$ cat src/hdl/mips_params.svh
`ifndef MIPS_PARAMS_SVH
`define MIPS_PARAMS_SVH

// Data and address width
`define MIPS_XLEN 32

// First fetch address after reset
`define MIPS_RESET_PC 32'h0000_3000

// General purpose registers, r0 hardwired to zero
`define MIPS_NREGS 32

// Data memory depth in words
`define MIPS_DMEM_WORDS 1024

`endif
$ cat src/hdl/isaPkg.sv
`default_nettype none

package isaPkg;

	// Primary opcode, instr[31:26]
	typedef enum logic [5:0] {
		OP_SPECIAL = 6'h00,
		OP_JAL     = 6'h03,
		OP_BEQ     = 6'h04,
		OP_ORI     = 6'h0D,
		OP_LUI     = 6'h0F,
		OP_LW      = 6'h23,
		OP_SW      = 6'h2B
	} opcodeE;

	// Function field of the special opcode, instr[5:0]
	typedef enum logic [5:0] {
		FN_JR   = 6'h08,
		FN_ADDU = 6'h21,
		FN_SUBU = 6'h23
	} functE;

	typedef enum logic [1:0] {
		ALU_ADD,
		ALU_SUB,
		ALU_OR,
		ALU_LUI
	} aluOpE;

	// Link register written by jal
	localparam logic [4:0] REG_RA = 5'd31;

endpackage

`default_nettype wire

$ cat src/hdl/pipePkg.sv
`include "mips_params.svh"
`default_nettype none

package pipePkg;

	typedef logic [`MIPS_XLEN-1:0] wordT;
	typedef logic [$clog2(`MIPS_NREGS)-1:0] regIdxT;

	// Cycles until a result exists, also used for operand use times
	typedef logic [1:0] tnewT;

	// Use time of an operand that is never read
	localparam tnewT TUSE_NONE = 2'd3;

	typedef enum logic [1:0] {
		FWD_RF,
		FWD_EX,
		FWD_MEM,
		FWD_WB
	} fwdSelE;

	typedef struct packed {
		isaPkg::aluOpE aluOp;
		logic          immSel;
		logic          memWrite;
		logic          memRead;
		logic          regWrite;
		logic          link;
		regIdxT        dest;
		tnewT          tuseRs;
		tnewT          tuseRt;
	} ctrlS;

	typedef struct packed {
		wordT pc;
		wordT instr;
	} ifIdS;

	typedef struct packed {
		wordT   pc;
		ctrlS   ctrl;
		regIdxT rs;
		regIdxT rt;
		wordT   rsVal;
		wordT   rtVal;
		wordT   imm;
	} idExS;

	typedef struct packed {
		wordT   pc;
		ctrlS   ctrl;
		regIdxT rt;
		wordT   aluRes;
		wordT   storeData;
	} exMemS;

	typedef struct packed {
		wordT   pc;
		regIdxT dest;
		logic   wrEn;
		wordT   result;
	} memWbS;

endpackage

`default_nettype wire

$ cat src/hdl/stageLink.sv
`timescale 1ns/100ps
`default_nettype none

interface stageLink #(
	parameter type payloadT = logic
) ();

	payloadT payload;
	logic    valid;

	// Hold and bubble requests from the hazard unit
	logic    stall;
	logic    flush;

	modport producer (output payload, output valid, input stall, input flush);
	modport consumer (input payload, input valid);
	modport control  (input payload, input valid, output stall, output flush);

endinterface

`default_nettype wire

$ cat src/hdl/fetchStage.sv
`timescale 1ns/100ps
`include "mips_params.svh"
`default_nettype none

module fetchStage (
	input  logic                  clk,
	input  logic                  arstN,
	output logic [`MIPS_XLEN-1:0] imemAddr,
	input  logic [`MIPS_XLEN-1:0] imemData,
	input  logic                  redirectEn,
	input  logic [`MIPS_XLEN-1:0] redirectPc,
	stageLink.producer            toDecode
);

	logic [`MIPS_XLEN-1:0] pc;
	logic [`MIPS_XLEN-1:0] pcNext;

	assign imemAddr = pc;

	// Redirect arrives while the delay slot is being fetched
	assign pcNext = redirectEn ? redirectPc : pc + 'd4;

	always_ff @(posedge clk or negedge arstN) begin
		if (!arstN) begin
			pc <= `MIPS_RESET_PC;
		end else if (!toDecode.stall) begin
			pc <= pcNext;
		end
	end

	// Fetch to decode register
	always_ff @(posedge clk or negedge arstN) begin
		if (!arstN) begin
			toDecode.payload <= '0;
			toDecode.valid   <= 1'b0;
		end else if (toDecode.flush) begin
			toDecode.payload <= '0;
			toDecode.valid   <= 1'b0;
		end else if (!toDecode.stall) begin
			toDecode.payload <= pipePkg::ifIdS'{pc: pc, instr: imemData};
			toDecode.valid   <= 1'b1;
		end
	end

endmodule

`default_nettype wire

$ cat src/flat_wrapper.sv
// flat-port wrapper written by rule: the top's interface ports become plain ports
module fetchStage_flat 
  (clk, arstN, imemAddr, imemData, redirectEn, redirectPc, toDecode_payload, toDecode_valid, toDecode_stall, toDecode_flush);
  stageLink toDecode_i ();
  input  logic clk;
  input  logic arstN;
  output logic [`MIPS_XLEN-1:0] imemAddr;
  input  logic [`MIPS_XLEN-1:0] imemData;
  input  logic redirectEn;
  input  logic [`MIPS_XLEN-1:0] redirectPc;
  output wire logic [$bits(toDecode_i.payload)-1:0] toDecode_payload;
  output wire logic [$bits(toDecode_i.valid)-1:0] toDecode_valid;
  input wire logic [$bits(toDecode_i.stall)-1:0] toDecode_stall;
  input wire logic [$bits(toDecode_i.flush)-1:0] toDecode_flush;
  assign toDecode_payload = toDecode_i.payload;
  assign toDecode_valid = toDecode_i.valid;
  assign toDecode_i.stall = toDecode_stall;
  assign toDecode_i.flush = toDecode_flush;
  fetchStage u_core (.clk(clk), .arstN(arstN), .imemAddr(imemAddr), .imemData(imemData), .redirectEn(redirectEn), .redirectPc(redirectPc), .toDecode(toDecode_i));
endmodule
$ cat config.mk
export PLATFORM = sky130hd
export DESIGN_NAME = fetchStage_flat
export DESIGN_NICKNAME = d
export VERILOG_FILES = /design/src/hdl/isaPkg.sv /design/src/hdl/pipePkg.sv /design/src/hdl/stageLink.sv /design/src/hdl/fetchStage.sv /design/src/flat_wrapper.sv
export VERILOG_INCLUDE_DIRS = /design/src /design/src/hdl
export SDC_FILE = /design/constraint.sdc
export NUM_CORES = 1
export LEC_CHECK = 0
export BUFFER_PORTS_ARGS = -buffer_cell sky130_fd_sc_hd__buf_2
export CAP_MARGIN = 20
export CORE_AREA = 2 2 72 74
export DETAILED_ROUTE_END_ITERATION = 10
export DIE_AREA = 0 0 74 76
export HOLD_SLACK_MARGIN = 0.02
export PLACE_DENSITY = 0.77
export SLEW_MARGIN = 10
export SYNTH_ARGS = -nofsm -noshare
export SYNTH_HDL_FRONTEND = slang
export SYNTH_SLANG_ARGS = --single-unit
export TNS_END_PERCENT = 20
$ cat constraint.sdc
create_clock -name clk -period 2.1 [get_ports clk]
set_input_delay 0.315 -clock clk [delete_from_list [all_inputs] [get_ports clk]]
set_output_delay 0.315 -clock clk [all_outputs]
set_load 0.01 [all_outputs]
==> impl_metrics.toml, run 1 <==
[cts]
post_cts_buffers = 0
cts_tree = "built"
cts_made_buffers = 5
htreeDepth = 2
postCtsHoldBufs = 0
cts.clk_slew.worst_paths_ps = 70
cts.sinks = 34
cts_resized = 0
clk_latency_ps = 290
clockBufferDepth = 2
cts-root-buf = "clkbuf_8"

[layout]
final_core_util = 0.534
diodes = 0
fin_nets = 388
area_growth_pct = 24.0
stdcell_count = 388
drive_gt1_frac = 0.318

[grt]
grt_antenna_before_repair = 0
grt_max_degree = 35
grt_pass1_wl_um = 9470
grt-ovfl-total = 0
grt_pass1_vias = 1983
track_usage = 0.214

[floorplan]
start_util = 0.431
ios = 103
die_area_um2 = 5620
core_um2 = 4910
rows = 26
die_y_um = 76
die_w_um = 74

[logic_synthesis]
synthTopCellsByArea = "dfrtp_1 38%, a21oi_1 4.7%, nor2_1 4.6%"
synth_top_area_share = 0.378
avgSynthCellArea_um2 = 8.57
ys_seq_area_frac = 0.403
synth_top_family_by_area = "simple AND/OR/NAND/NOR gates"
synth_cell_types = 47
synth_top_area_cell = "dfrtp_1"
ys.flop_type = "dfrtp_1"
ys_warn_count = 0
async_flop_share = 1.00
synth_compound_area_frac = 0.235
synth_nets = 317
muxShareOfSynthArea = 0.0384
synth-adder-area-share = 0.00591
syn_area_um2 = 2120
synthSimpleGateAreaFrac = 0.266
synth_edf_count = 0
synth_xor_area_frac = 0
syn_inst = 247
ys_ff_latch = 34

[timing]
period_share = 0.858
slew_viol_final = 0
fin_skew_ps = 5.66
fin_hold_ws_ps = 103
finalSetupViolCount = 0
setup_tns_ps = 0
slew_headroom = 0.465
period_needed_ps = 1800
rsz0062_at_grt = "no"
fmax_mhz = 555
hold_violations = 0
worstMarginPinSlew_ps = 803

[power]
p_per_area_nw_per_um2 = 692
peakVddDrop_v = 0.000337
p_leak_nw = 1.25

[routing]
drt_pre_antenna_iters = 4
vias = 2196
drtIter0Drc = 223
postRouteAntennaNets = 0
wl_per_cell_um = 15.1
drcViolationCount = 0
wl_um = 5850
post_drt_via_cell_ratio = 5.66

[critical_path]
r2r_start = "u_core.imemAddr[17]$_DFFE_PN0N_"
worstPathCellList = "and4_1 > and3_1 > and3_1 > a21oi_1 > nand3b_1"
worst_ep_required_time_ps = 2270
path_class = "reg2reg"
cp.arrival_ps = 1980
cp_max_fo = 12
start_kind = "flip-flop"
r2r_cells = 5
end_kind = "flip-flop"
timing.rr.end = "u_core.imemAddr[30]$_DFFE_PN0N_"
reg2reg_setup_slack_ps = 300
slowest_stage = "dfrtp_1"
critPathMaxStageDelay_ps = 470
crit_top_cell = "and3_1"

[placed_design]
port-buffer-count = 71
place.detailed.hpwl_um = 4030
gp_congestion = 0.891
dp.cells = 381

[hold_path]
hold_path.class = "in2async"

[run]
max_cap_viol_count = 0

[run_status]
status = "complete, no violations"
[area by class of cell]
cell class	count	area, um2
fill	477	2290
tap	70	87.6
clock buffer	5	68.8
clock inverter	2	10.0
sequential	34	853
multi-input combinational	190	1150
timing repair buffer	79	415
inverter	8	35.0
[kinds of logic after synthesis]
logic type | Yosys count
flip-flops | 34
adder cells (fa/ha/maj) | 1
AND/OR/NAND/NOR | 105
buffers and inverters | 23
AO/OA/AOI/OAI | 76
multiplexers | 8
[power breakdown]
group / switching [mW] / internal (mW) / total (mW)
clock network: 0.245 / 0.222 / 0.468
logic: 0.259 / 0.209 / 0.468
registers: 0.128 / 0.751 / 0.879
[Yosys cell counts (4+ instances only)]
| library cell | count |
|---|---|
| or3_1 | 4 |
| dfrtp_1 | 32 |
| o22ai_1 | 5 |
| mux2i_1 | 7 |
| nand3_1 | 12 |
| and3_1 | 10 |
| a311oi_1 | 4 |
| clkbuf_1 | 10 |
| o21ai_0 | 16 |
| nor3_1 | 6 |
| nand4_1 | 6 |
| a21oi_1 | 20 |
| nor2_1 | 26 |
| nand2_1 | 24 |
| inv_1 | 7 |
| a22oi_1 | 10 |
[through the flow]
step                      power, mW  worst slack [ps]  instance area, um2
final                          1.82               297                2620
after global routing           1.94               135                2620
after CTS                      1.83               322                2620
after detailed placement       1.36               339                2540
after global placement         1.34               378                2540
after floorplan                1.15               262                2120
[worst max-delay path: cells and delay by family, from the launching register on]
family,cells,cell delay [ps]
AO/OA/AOI/OAI,1,70
flip-flops,1,470
AND/OR/NAND/NOR,4,1140
[routing by layer]
layer / part of all wire / wire length [um] / GRT usage
met5: 0 / 0 / 0
met3: 0.073 / 427 / 0.0489
met1: 0.44 / 2560 / 0.303
met4: 0.016 / 93 / 0.0764
met2: 0.47 / 2770 / 0.318
[state kept, by name, indices dropped and copies added, names as in the netlist]
register / cells
u_core.toDecode.valid: 1
u_core.imemAddr: 32
u_core.toDecode.payload: 1
[how the worst max path moves through the flow]
stage,startpoint,endpoint,depth (start not counted)
2_1_floorplan,u_core.imemAddr[2]$_DFFE_PN0N_,u_core.imemAddr[24]$_DFFE_PN0N_,7
3_3_place_gp,u_core.imemAddr[2]$_DFFE_PN0N_,u_core.imemAddr[24]$_DFFE_PN0N_,6
3_5_place_dp,u_core.imemAddr[17]$_DFFE_PN0N_,u_core.imemAddr[30]$_DFFE_PN0N_,5
4_1_cts,u_core.imemAddr[17]$_DFFE_PN0N_,u_core.imemAddr[30]$_DFFE_PN0N_,5
5_1_grt,u_core.imemAddr[17]$_DFFE_PN0N_,u_core.imemAddr[31]$_DFFE_PN0N_,5
6_report,u_core.imemAddr[17]$_DFFE_PN0N_,u_core.imemAddr[30]$_DFFE_PN0N_,5
[placed cells by master (no fill, tap or decap), types with 3 or more instances in the layout]
master    Yosys  final
a21oi_1      20     20
a22oi_1      10     10
a311oi_1      4      4
a31o_2        3      3
a32oi_1       3      3
and3_1       10     10
buf_2         2     71
buf_4         0      8
clkbuf_8      0      5
dfrtp_1      32     32
inv_1         7      7
mux2i_1       7      7
nand2_1      24     24
nand3_1      12     12
nand4_1       6      6
nor2_1       26     26
nor3_1        6      6
o21ai_0      16     16
o22a_1        3      3
o22ai_1       5      5
or3_1         4      4
Note: power is estimated with default switching activity, not from simulation.
==> inputs of run 2 (changes only) <==
ABC_AREA = 1   (was not set)
CORE_AREA = 2 2 76 78   (was 2 2 72 74)
DIE_AREA = 0 0 78 80   (was 0 0 74 76)
PLACE_DENSITY = 0.75   (was 0.77)
==> impl_metrics.toml, run 2 <==
[layout]
fin_area_um2 = 2950
area_growth_pct = 23.8
diodes = 0
final_common_cell = "nand2_1"
final_cell_mix = "162 x nand2_1, 71 x buf_2, 44 x nor2_1"
drive_gt1_frac = 0.234
fin_nets = 517
largest_register_ffs = 32

[timing]
finalSetupViolCount = 0
worstMarginPinSlew_ps = 786
slew_viol_final = 0
hold_violations = 0
slew_headroom = 0.476
period_needed_ps = 1630
rsz0062_at_grt = "no"
setup_tns_ps = 0
fin_skew_ps = 8.78
period_share = 0.774
fmax_mhz = 615

[logic_synthesis]
syn_inst = 372
synth_top_area_share = 0.336
avgSynthCellArea_um2 = 6.40
async_flop_share = 1.00
ys_warn_count = 0
synth_cell_types = 33
synth_edf_count = 0
netlist_top_cells_count = "162 x nand2_1, 44 x nor2_1, 33 x inv_1, 33 x nand3_1, 32 x dfrtp_1"
yosysMostFrequentCell = "nand2_1"
ys.flop_type = "dfrtp_1"
ys_ff_latch = 34
synth_nets = 442
ys_seq_area_frac = 0.359
synthTopCellsByArea = "dfrtp_1 34%, nand2_1 26%, nand3_1 6.9%"
syn_area_um2 = 2380
synth_top_area_cell = "dfrtp_1"

[power]
p_per_area_nw_per_um2 = 716
p_leak_nw = 1.52
peakVddDrop_v = 0.000448

[critical_path]
timing.rr.end = "u_core.imemAddr[28]$_DFFE_PN0N_"
r2r_cells = 10
reg2reg_setup_slack_ps = 470
r2r_start = "u_core.imemAddr[2]$_DFFE_PN0N_"
start_kind = "flip-flop"
worst_ep_required_time_ps = 2290
cp.arrival_ps = 1820
cp_max_fo = 6
path_class = "reg2reg"
end_kind = "flip-flop"

[cts]
htreeDepth = 2
clockBufferDepth = 2
post_cts_buffers = 0
postCtsHoldBufs = 0
cts-root-buf = "clkbuf_8"
cts.clk_slew.worst_paths_ps = 80
clk_latency_ps = 300
cts_resized = 0
cts.sinks = 34
cts_tree = "built"
cts_made_buffers = 5

[placed_design]
port-buffer-count = 71
gp_congestion = 0.889
placed_cell_area_um2 = 2810
place.detailed.hpwl_um = 4910

[floorplan]
rows = 27
start_util = 0.440
die_area_um2 = 6240
die_w_um = 78
core_um2 = 5410
die_y_um = 80
ios = 103

[routing]
drt_pre_antenna_iters = 4
wl_per_cell_um = 12.7
post_drt_via_cell_ratio = 4.97
drtIter0Drc = 121
postRouteAntennaNets = 0
drcViolationCount = 0
wl_um = 6630
vias = 2583

[hold_path]
hold_path.class = "in2async"

[grt]
track_usage = 0.228
grt_antenna_before_repair = 0
grt-ovfl-total = 0
grt_pass1_wl_um = 11200
grt_max_degree = 35
grt_pass1_vias = 2478

[run]
max_cap_viol_count = 0

[run_status]
status = "complete, no violations"
-- run 2: how the worst max path moves through the flow --
stage | start | endpoint | slack, ps | cells past startpoint
detailed placement | toDecode_stall | u_core.imemAddr[4]$_DFFE_PN0N_ | 450 | 6
global route | u_core.imemAddr[12]$_DFFE_PN1N_ | u_core.imemAddr[31]$_DFFE_PN0N_ | 310 | 9
finish | u_core.imemAddr[2]$_DFFE_PN0N_ | u_core.imemAddr[28]$_DFFE_PN0N_ | 470 | 10
CTS | u_core.imemAddr[2]$_DFFE_PN0N_ | u_core.imemAddr[28]$_DFFE_PN0N_ | 460 | 10
global placement | toDecode_stall | u_core.imemAddr[25]$_DFFE_PN0N_ | 490 | 8
floorplan | u_core.imemAddr[2]$_DFFE_PN0N_ | u_core.imemAddr[26]$_DFFE_PN0N_ | 640 | 10
-- run 2: cell type report --
| cell class | count | area (um2) |
|---|---|---|
| Fill cell | 562 | 2460 |
| Multi-Input combinational cell | 294 | 1330 |
| Timing Repair Buffer | 77 | 400 |
| Tap cell | 72 | 90.1 |
| Clock inverter | 3 | 68.8 |
| Inverter | 35 | 131 |
| Clock buffer | 5 | 68.8 |
| Sequential cell | 34 | 853 |
-- run 2: critical path, cell delays in order (launching register included) --
cell and delay [ps]:
dfrtp_1 440, ha_1 230, nand2_2 100, nor2_4 130, nand2_4 110, nor2_2 190
nand2_1 80, nand2_1 60, nand3_1 70, nand2_1 60, nand2_1 40
-- run 2: per-stage QoR --
stage | setup slack [ps] | cells | hold WS [ps] | power, mW | util
final | 474 | 520 | 89.8 | 2.11 | 0.545
after global routing | 311 | 520 | 150 | 2.24 | 0.545
after CTS | 464 | 520 | 126 | 2.13 | 0.545
after detailed placement | 455 | 512 | 445 | 1.38 | 0.520
after global placement | 488 | 512 | 437 | 1.37 | 0.520
after floorplan | 645 | 372 | 19.4 | 1.16 | -
-- run 2: routing by layer --
layer / up-vias / wire (um) / GRT usage
li1: 1325 / - / -
met1: 1192 / 2950 / 0.279
met2: 58 / 3310 / 0.413
met3: 8 / 263 / 0.0373
met4: 0 / 100 / 0.0684
met5: - / 0 / 0
-- run 2: power by group --
part	switching, mW	total [mW]	leakage, nW	internal, mW
combinational	0.303	0.501	1.05	0.198
clock	0.265	0.740	0.0683	0.476
sequential	0.124	0.869	0.404	0.746
-- run 2: cell families after synthesis --
group | share of synthesized area
simple gates | 0.476
buf+inv | 0.0810
flops | 0.359
compound gates | 0.0715
xor+xnor | 0.00736
fa+ha+maj | 0.00526
